==> src/rtl/frontend_defs.svh <==
`ifndef FRONTEND_DEFS_SVH
`define FRONTEND_DEFS_SVH

// address and instruction width
`define XLEN 32

// one memory line and the beats that fill it
`define LINE_W 256
`define BEAT_W 64
`define BEATS_PER_LINE 4

// fetch sequence number
`define ORDER_W 64

// power-of-two number of instruction queue entries
`define IQ_DEPTH 8

`define FETCH_RESET_PC 32'haaaaa000

`endif

==> src/rtl/frontend_pkg.sv <==
`default_nettype none

`include "frontend_defs.svh"

package frontend_pkg;

    typedef enum logic [0:0] {
        RUN,
        MISS
    } fetch_state_t;

    typedef enum logic [1:0] {
        IDLE,
        GRANT_DATA,
        GRANT_INST
    } arb_state_t;

    // one fetched word with its pc and sequence number
    typedef struct packed {
        logic [`ORDER_W-1:0] order;
        logic [`XLEN-1:0]    pc;
        logic [`XLEN-1:0]    inst;
    } fetch_entry_t;

endpackage

`default_nettype wire

==> src/rtl/line_if.sv <==
`default_nettype none

`include "frontend_defs.svh"

// read and addr held until the resp pulse
interface line_if;
    logic               read;
    logic [`XLEN-1:0]   addr;
    logic [`LINE_W-1:0] rdata;
    logic               resp;

    modport requester (
        output read,
        output addr,
        input  rdata,
        input  resp
    );

    modport provider (
        input  read,
        input  addr,
        output rdata,
        output resp
    );
endinterface

`default_nettype wire

==> src/rtl/burst_assembler.sv <==
`default_nettype none

`include "frontend_defs.svh"

module burst_assembler (
    input  wire logic             clk,
    input  wire logic             rst,
    output logic [`XLEN-1:0]      bmem_addr_o,
    output logic                  bmem_read_o,
    input  wire logic             bmem_ready_i,
    input  wire logic [`BEAT_W-1:0] bmem_rdata_i,
    input  wire logic             bmem_rvalid_i,
    line_if.provider              line
);
    localparam int CNT_W = $clog2(`BEATS_PER_LINE);

    logic               busy_q;
    logic               resp_q;
    logic [CNT_W-1:0]   beat_cnt_q;
    logic [`LINE_W-1:0] line_q;
    logic [`XLEN-1:0]   addr_q;
    logic               start;
    logic               beat_en;
    logic               last_beat;

    assign start     = !busy_q && line.read;
    // beats only count once the read has been accepted
    assign beat_en   = busy_q && !bmem_read_o && bmem_rvalid_i;
    assign last_beat = beat_en && (beat_cnt_q == CNT_W'(`BEATS_PER_LINE - 1));

    always_ff @(posedge clk) begin
        if (rst) begin
            busy_q      <= 1'b0;
            bmem_read_o <= 1'b0;
            resp_q      <= 1'b0;
            beat_cnt_q  <= '0;
        end else begin
            resp_q <= last_beat;
            if (start) begin
                busy_q      <= 1'b1;
                bmem_read_o <= 1'b1;
            end else if (bmem_read_o && bmem_ready_i) begin
                bmem_read_o <= 1'b0;
            end
            if (beat_en) begin
                beat_cnt_q <= last_beat ? '0 : beat_cnt_q + CNT_W'(1);
            end
            // requester still holds read during resp
            if (resp_q) begin
                busy_q <= 1'b0;
            end
        end
    end

    always_ff @(posedge clk) begin
        if (start) begin
            addr_q <= line.addr;
        end
        // beat 0 ends up in the low bits
        if (beat_en) begin
            line_q <= {bmem_rdata_i, line_q[`LINE_W-1:`BEAT_W]};
        end
    end

    assign bmem_addr_o = addr_q;
    assign line.rdata  = line_q;
    assign line.resp   = resp_q;

endmodule

`default_nettype wire

==> src/rtl/mem_arbiter.sv <==
`default_nettype none

`include "frontend_defs.svh"

module mem_arbiter
    import frontend_pkg::*;
(
    input  wire logic               clk,
    input  wire logic               rst,
    input  wire logic               dline_read_i,
    input  wire logic [`XLEN-1:0]   dline_addr_i,
    output logic [`LINE_W-1:0]      dline_rdata_o,
    output logic                    dline_resp_o,
    line_if.provider                inst,
    line_if.requester               mem
);
    arb_state_t state_q;
    arb_state_t state_d;

    always_comb begin
        state_d = state_q;
        case (state_q)
            IDLE: begin
                // data side wins a tie
                if (dline_read_i) begin
                    state_d = GRANT_DATA;
                end else if (inst.read) begin
                    state_d = GRANT_INST;
                end
            end
            GRANT_DATA, GRANT_INST: begin
                if (mem.resp) begin
                    state_d = IDLE;
                end
            end
            default: begin
                state_d = IDLE;
            end
        endcase
    end

    always_ff @(posedge clk) begin
        if (rst) begin
            state_q <= IDLE;
        end else begin
            state_q <= state_d;
        end
    end

    // only the granted side reaches memory
    assign mem.read = ((state_q == GRANT_DATA) && dline_read_i) ||
                      ((state_q == GRANT_INST) && inst.read);
    assign mem.addr = (state_q == GRANT_INST) ? inst.addr : dline_addr_i;

    assign dline_rdata_o = mem.rdata;
    assign inst.rdata    = mem.rdata;
    assign dline_resp_o  = (state_q == GRANT_DATA) && mem.resp;
    assign inst.resp     = (state_q == GRANT_INST) && mem.resp;

endmodule

`default_nettype wire

==> src/rtl/line_buffer.sv <==
`default_nettype none

`include "frontend_defs.svh"

module line_buffer (
    input  wire logic               clk,
    input  wire logic               rst,
    input  wire logic               fill_i,
    input  wire logic [`LINE_W-1:0] fill_line_i,
    input  wire logic [`XLEN-1:0]   fill_addr_i,
    input  wire logic [`XLEN-1:0]   pc_i,
    output logic                    hit_o,
    output logic [`XLEN-1:0]        word_o
);
    localparam int OFF_W = $clog2(`LINE_W / 8);

    logic [`LINE_W-1:0]     line_q;
    logic [`XLEN-1:OFF_W]   tag_q;
    logic                   valid_q;

    always_ff @(posedge clk) begin
        if (rst) begin
            valid_q <= 1'b0;
        end else if (fill_i) begin
            valid_q <= 1'b1;
        end
    end

    always_ff @(posedge clk) begin
        if (fill_i) begin
            line_q <= fill_line_i;
            tag_q  <= fill_addr_i[`XLEN-1:OFF_W];
        end
    end

    assign hit_o  = valid_q && (tag_q == pc_i[`XLEN-1:OFF_W]);
    // word index from pc bits 4 to 2
    assign word_o = line_q[pc_i[OFF_W-1:2] * `XLEN +: `XLEN];

endmodule

`default_nettype wire

==> src/rtl/inst_queue.sv <==
`default_nettype none

`include "frontend_defs.svh"

module inst_queue
    import frontend_pkg::*;
#(
    parameter int DEPTH = `IQ_DEPTH
) (
    input  wire logic           clk,
    input  wire logic           rst,
    input  wire logic           flush_i,
    input  wire logic           enq_i,
    input  wire fetch_entry_t   entry_i,
    output logic                full_o,
    input  wire logic           deq_i,
    output fetch_entry_t        entry_o,
    output logic                empty_o
);
    localparam int PTR_W = $clog2(DEPTH);

    fetch_entry_t       mem_q [DEPTH];
    logic [PTR_W-1:0]   head_q;
    logic [PTR_W-1:0]   tail_q;
    logic [PTR_W:0]     count_q;
    logic               do_enq;
    logic               do_deq;

    assign full_o  = (count_q == (PTR_W+1)'(DEPTH));
    assign empty_o = (count_q == '0);
    assign do_enq  = enq_i && !full_o;
    assign do_deq  = deq_i && !empty_o;

    always_ff @(posedge clk) begin
        if (rst || flush_i) begin
            head_q  <= '0;
            tail_q  <= '0;
            count_q <= '0;
        end else begin
            if (do_enq) begin
                tail_q <= tail_q + PTR_W'(1);
            end
            if (do_deq) begin
                head_q <= head_q + PTR_W'(1);
            end
            count_q <= count_q + (PTR_W+1)'(do_enq) - (PTR_W+1)'(do_deq);
        end
    end

    always_ff @(posedge clk) begin
        if (do_enq) begin
            mem_q[tail_q] <= entry_i;
        end
    end

    // head shown without latency
    assign entry_o = mem_q[head_q];

endmodule

`default_nettype wire

==> src/rtl/fetch_ctrl.sv <==
`default_nettype none

`include "frontend_defs.svh"

module fetch_ctrl
    import frontend_pkg::*;
(
    input  wire logic               clk,
    input  wire logic               rst,
    input  wire logic               redirect_i,
    input  wire logic [`XLEN-1:0]   redirect_pc_i,
    input  wire logic               hit_i,
    input  wire logic [`XLEN-1:0]   word_i,
    output logic [`XLEN-1:0]        pc_o,
    input  wire logic               full_i,
    output logic                    enq_o,
    output fetch_entry_t            entry_o,
    line_if.requester               line
);
    localparam int OFF_W = $clog2(`LINE_W / 8);

    fetch_state_t           state_q;
    logic [`XLEN-1:0]       pc_q;
    logic [`ORDER_W-1:0]    order_q;
    logic                   read_q;
    logic [`XLEN-1:0]       addr_q;
    logic                   start_miss;

    // redirect beats an enqueue in the same cycle
    assign enq_o      = (state_q == RUN) && hit_i && !full_i && !redirect_i;
    assign start_miss = (state_q == RUN) && !hit_i && !redirect_i;

    assign entry_o.order = order_q;
    assign entry_o.pc    = pc_q;
    assign entry_o.inst  = word_i;

    always_ff @(posedge clk) begin
        if (rst) begin
            state_q <= RUN;
            pc_q    <= `FETCH_RESET_PC;
            order_q <= '0;
            read_q  <= 1'b0;
        end else begin
            if (redirect_i) begin
                pc_q <= redirect_pc_i;
            end
            case (state_q)
                RUN: begin
                    if (enq_o) begin
                        pc_q    <= pc_q + `XLEN'(4);
                        order_q <= order_q + `ORDER_W'(1);
                    end else if (start_miss) begin
                        read_q  <= 1'b1;
                        state_q <= MISS;
                    end
                end
                MISS: begin
                    // fill always completes, even after a redirect
                    if (line.resp) begin
                        read_q  <= 1'b0;
                        state_q <= RUN;
                    end
                end
                default: begin
                    state_q <= RUN;
                end
            endcase
        end
    end

    always_ff @(posedge clk) begin
        if (start_miss) begin
            addr_q <= {pc_q[`XLEN-1:OFF_W], {OFF_W{1'b0}}};
        end
    end

    assign pc_o      = pc_q;
    assign line.read = read_q;
    assign line.addr = addr_q;

endmodule

`default_nettype wire

==> src/rtl/fetch_frontend.sv <==
`default_nettype none

`include "frontend_defs.svh"

module fetch_frontend
    import frontend_pkg::*;
(
    input  wire logic               clk,
    input  wire logic               rst,
    input  wire logic               redirect_i,
    input  wire logic [`XLEN-1:0]   redirect_pc_i,
    input  wire logic               deq_i,
    output logic                    inst_valid_o,
    output logic [`XLEN-1:0]        inst_o,
    output logic [`XLEN-1:0]        inst_pc_o,
    output logic [`ORDER_W-1:0]     inst_order_o,
    input  wire logic               dline_read_i,
    input  wire logic [`XLEN-1:0]   dline_addr_i,
    output logic [`LINE_W-1:0]      dline_rdata_o,
    output logic                    dline_resp_o,
    output logic [`XLEN-1:0]        bmem_addr_o,
    output logic                    bmem_read_o,
    input  wire logic               bmem_ready_i,
    input  wire logic [`BEAT_W-1:0] bmem_rdata_i,
    input  wire logic               bmem_rvalid_i
);
    line_if inst_line ();
    line_if mem_line ();

    logic               hit;
    logic [`XLEN-1:0]   word;
    logic [`XLEN-1:0]   pc;
    logic               full;
    logic               empty;
    logic               enq;
    fetch_entry_t       enq_entry;
    fetch_entry_t       head_entry;

    burst_assembler u_burst (
        .clk          (clk),
        .rst          (rst),
        .bmem_addr_o  (bmem_addr_o),
        .bmem_read_o  (bmem_read_o),
        .bmem_ready_i (bmem_ready_i),
        .bmem_rdata_i (bmem_rdata_i),
        .bmem_rvalid_i(bmem_rvalid_i),
        .line         (mem_line.provider)
    );

    mem_arbiter u_arb (
        .clk          (clk),
        .rst          (rst),
        .dline_read_i (dline_read_i),
        .dline_addr_i (dline_addr_i),
        .dline_rdata_o(dline_rdata_o),
        .dline_resp_o (dline_resp_o),
        .inst         (inst_line.provider),
        .mem          (mem_line.requester)
    );

    // filled straight from the instruction line response
    line_buffer u_lbuf (
        .clk        (clk),
        .rst        (rst),
        .fill_i     (inst_line.resp),
        .fill_line_i(inst_line.rdata),
        .fill_addr_i(inst_line.addr),
        .pc_i       (pc),
        .hit_o      (hit),
        .word_o     (word)
    );

    inst_queue #(
        .DEPTH(`IQ_DEPTH)
    ) u_iq (
        .clk    (clk),
        .rst    (rst),
        .flush_i(redirect_i),
        .enq_i  (enq),
        .entry_i(enq_entry),
        .full_o (full),
        .deq_i  (deq_i),
        .entry_o(head_entry),
        .empty_o(empty)
    );

    fetch_ctrl u_fetch (
        .clk          (clk),
        .rst          (rst),
        .redirect_i   (redirect_i),
        .redirect_pc_i(redirect_pc_i),
        .hit_i        (hit),
        .word_i       (word),
        .pc_o         (pc),
        .full_i       (full),
        .enq_o        (enq),
        .entry_o      (enq_entry),
        .line         (inst_line.requester)
    );

    assign inst_valid_o = !empty;
    assign inst_o       = head_entry.inst;
    assign inst_pc_o    = head_entry.pc;
    assign inst_order_o = head_entry.order;

endmodule

`default_nettype wire

==> config.mk <==
export PLATFORM = sky130hd
export DESIGN_NAME = fetch_frontend
export DESIGN_NICKNAME = d
export VERILOG_FILES = /design/src/rtl/frontend_pkg.sv /design/src/rtl/line_if.sv /design/src/rtl/burst_assembler.sv /design/src/rtl/mem_arbiter.sv /design/src/rtl/line_buffer.sv /design/src/rtl/inst_queue.sv /design/src/rtl/fetch_ctrl.sv /design/src/rtl/fetch_frontend.sv
export VERILOG_INCLUDE_DIRS = /design/src /design/src/rtl
export SDC_FILE = /design/constraint.sdc
export NUM_CORES = 2
export LEC_CHECK = 0
export BUFFER_PORTS_ARGS = -buffer_cell sky130_fd_sc_hd__clkbuf_2
export CAP_MARGIN = 15
export CORE_ASPECT_RATIO = 0.9
export CORE_MARGIN = 2
export CORE_UTILIZATION = 60
export CTS_CLUSTER_DIAMETER = 200
export DETAILED_ROUTE_END_ITERATION = 16
export GPL_TIMING_DRIVEN = 0
export PLACE_DENSITY = 0.8
export SYNTH_ARGS = -nofsm -noshare
export SYNTH_HDL_FRONTEND = slang
export SYNTH_HIERARCHICAL = 1
export SYNTH_SLANG_ARGS = --single-unit
==> constraint.sdc <==
create_clock -name clk -period 20.6 [get_ports clk]
set_input_delay 2.06 -clock clk [delete_from_list [all_inputs] [get_ports clk]]
set_output_delay 2.06 -clock clk [all_outputs]
set_load 0.01 [all_outputs]
==> flow_summary_export.csv <==
group,metric,value,unit
timing,period_minus_slack,6339,ps
worst_setup_path,worstPathCellList,"buf_4 -> xnor2_1 -> nand4_1 -> or4_1 -> nor4_1 -> or4b_4 -> clkbuf_1 -> inv_1 -> nand2_1 -> nor3_2 -> buf_6 -> buf_4 -> buf_6 -> buf_6",
global_route,grt_max_degree,121,
worst_setup_path,crit_path_max_incr_delay,1000,ps
finish,finalNetCount,4557,
worst_setup_path,r2r-start,"u_fetch/pc_o[9]",
clock_tree,clockBufferDepth,3,
placed_design,dp_hpwl,103000,um
finish,final_cells,6122,
pwr,comb_power_share,4.9,%
routing,drt_iter0_markers,3431,
routing,wl,153400,um
pwr,p_per_area,88.88,mW/mm^2
placed_design,dpl.cell_count,5812,
pwr,ir_drop,77.19,uV
worst_setup_path,start_kind,"flop",
timing,worstMarginPinSlew,1144,ps
timing,clock.fmax,157.8,MHz
placed_design,numPortBuffers,553,
worst_setup_path,reg2reg_depth,14,
finish,utilization,70.28,%
timing,rsz0062_at_grt,"no",
timing,clock-skew-final,27.22,ps
worst_setup_path,end_kind,"flop",
worst_setup_path,rr_endpoint,"u_iq/mem_q[2][11]",
job,maxCapViolations,0,
hold_path,min_to,"u_lbuf/tag_q[6]",
timing,hold_viol_final,0,
clock_tree,clk_pin_slew_worst_paths,70,ps
worst_setup_path,required,21090,ps
global_route,grt_util_all_layers,25.78,%
clock_tree,numClockSinks,1741,
global_route,grt_pass1_wl,225900,um
routing,ant_nets,0,
routing,vias_per_cell,5.768,
timing,relSlewSlack,23.30,%
hold_path,min_from,"u_fetch/line.addr[6]",
timing,setup_violations,0,
floorplan,die_width,364.5,um
clock_tree,cts_setup_buffers,0,
clock_tree,cts_tree,"yes",
hold_path,holdPathStages,0,
routing,drc,0,
finish,synthToLayoutAreaGrowth,16.76,%
floorplan,die_y,328.5,um
clock_tree,postCtsHoldBufs,0,
pwr,pwr-share-seq,54.0,%
routing,first_pass_iters,5,
timing,min_period_over_period,30.77,%
finish,drive_above_1_share,43.65,%
pwr,power_switching,0.001519,W
pwr,power_frac_clock,41.2,%
floorplan,die-area,0.1197,mm^2
routing,post_drt_wl_per_cell,25.06,um
worst_setup_path,r2r_setup_slack,14260,ps
worst_setup_path,cp_data_arrival_time,6830,ps
clock_tree,cts_root_buf,"clkbuf_16",
placed_design,postPlaceCellArea,0.07656,mm^2
synth,syn_avg_cell_area,19.69,um^2
synth,synth_area,0.07018,mm^2
clock_tree,cts_buffers,166,
synth,synth-warning-count,6,
global_route,overflow,0,
global_route,antenna_found_initial,4,
clock_tree,htreeDepth,4,
floorplan,coreArea,0.1166,mm^2
clock_tree,clk_latency,790,ps
finish,design_area,0.08194,mm^2
floorplan,pin_count,554,
pwr,swShare,20.86,%
placed_design,globalplace.congestion,0.8623,
floorplan,start_util,60.20,%
status,status,"complete, no violations",
routing,routed-via-count,35310,
pwr,intPower,0.005764,W
worst_setup_path,cpMaxStageDelayCell,"nor3_2",
pwr,p_leak,29.92,nW
floorplan,num_rows,119,
timing,finalMaxSlewViolations,0,
synth,syn_inst,3565,
worst_setup_path,cp_max_fo,14,
global_route,grt_pass1_vias,35720,
worst_setup_path,crit_path_frequent_cell,"buf_6",
hold_path,min_path_type,"flop to flop",
clock_tree,post_cts_resized,0,
worst_setup_path,crit_type,"flop to flop",
## cells in the final DEF (no fill, tap or decap), types with 32 or more instances in the layout
cell type and count:
clkbuf_1 88, a21oi_1 49, buf_6 77, nor2_1 68, xnor2_1 41, or3_1 34
nand4_1 48, edfxtp_1 1622, mux4_1 112, mux2_2 162, nand2_1 61, buf_4 603
clkbuf_16 168, clkbuf_2 553, nand3_1 38, xor2_1 32, mux4_2 208, dfxtp_1 119
## per-layer routing
metal | share of wire (%) | track usage [%] | vias up
met2 | 50 | 42.44 | 1532
met4 | 2.9 | 8.875 | 2
met1 | 40 | 34.91 | 18230
met5 | 0.0085 | 0 | -
li1 | - | - | 15300
met3 | 7.2 | 5.037 | 250
## critical path, delay by kind of cell, from the launching register on
| kind | cells | cell delay (ps) |
|---|---|---|
| and+or+nand+nor | 6 | 3260 |
| buffers and inverters | 7 | 1860 |
| DFF | 1 | 690 |
| xor gates and xnor gates | 1 | 190 |
## area by class of cell
class | instances | area (um^2)
diodes | 1 | 2.502
flip-flops and latches | 1741 | 51090
multi-input cells | 1101 | 13670
repair buffers | 670 | 4334
fillers | 6854 | 34640
plain buffers | 702 | 5398
inverters | 25 | 93.84
well taps | 1573 | 1968
clock buffers | 226 | 4522
clock inverters | 83 | 859.6
## worst max path at each step
stage	startpoint	to	slack (ps)	cells after the start
6_report	u_fetch/pc_o[9]	u_iq/mem_q[2][11]	14260	14
3_3_place_gp	redirect_i	u_iq/mem_q[0][111]	-9710	7
3_5_place_dp	redirect_i	u_iq/mem_q[2][43]	14240	11
5_1_grt	u_fetch/pc_o[9]	u_iq/mem_q[2][7]	14010	14
4_1_cts	u_fetch/pc_o[9]	u_iq/mem_q[2][11]	14310	14
2_1_floorplan	redirect_i	u_iq/mem_q[0][0]	4220	6
## power by group through the flow
stage                     Sequential [W]  Combinational, W  Clock (W)
after floorplan                  0.00399          0.000225          0
after CTS                        0.00393          0.000359    0.00305
after global routing             0.00393          0.000379    0.00318
final                            0.00393          0.000355    0.00300
after detailed placement         0.00400          0.000356          0
after global placement           0.00400          0.000346          0
## registers in the layout, summed over array words and instances (netlist names), named ones only
name and count:
u_iq/mem_q 1024, u_burst/line.rdata 256, u_lbuf/line_q 256, u_fetch/order_q 64, u_burst/bmem_addr_o 32, u_fetch/pc_o 32, u_fetch/line.addr 27, u_lbuf/tag_q 27
u_iq/count_q 4, u_iq/head_q 3, u_iq/tail_q 3, u_arb/state_q 2, u_burst/beat_cnt_q 2, u_burst/bmem_read_o 1, u_burst/busy_q 1, u_burst/line.resp 1
u_fetch/line.read 1, u_fetch/state_q 1, u_lbuf/valid_q 1
## per-stage QoR
stage          setup slack [ps]  TNS (ps)  total power [W]  hold WS, ps
6_report                  14260         0         0.007283        443.8
5_1_grt                   14010         0         0.007493        460.4
4_1_cts                   14310         0         0.007335        448.4
3_5_place_dp              14240         0         0.004360        434.0
3_3_place_gp              -9705  -2353460         0.004350        433.4
2_1_floorplan              4222         0         0.004216        418.2
No activity file was read; power rests on OpenSTA's default activity.
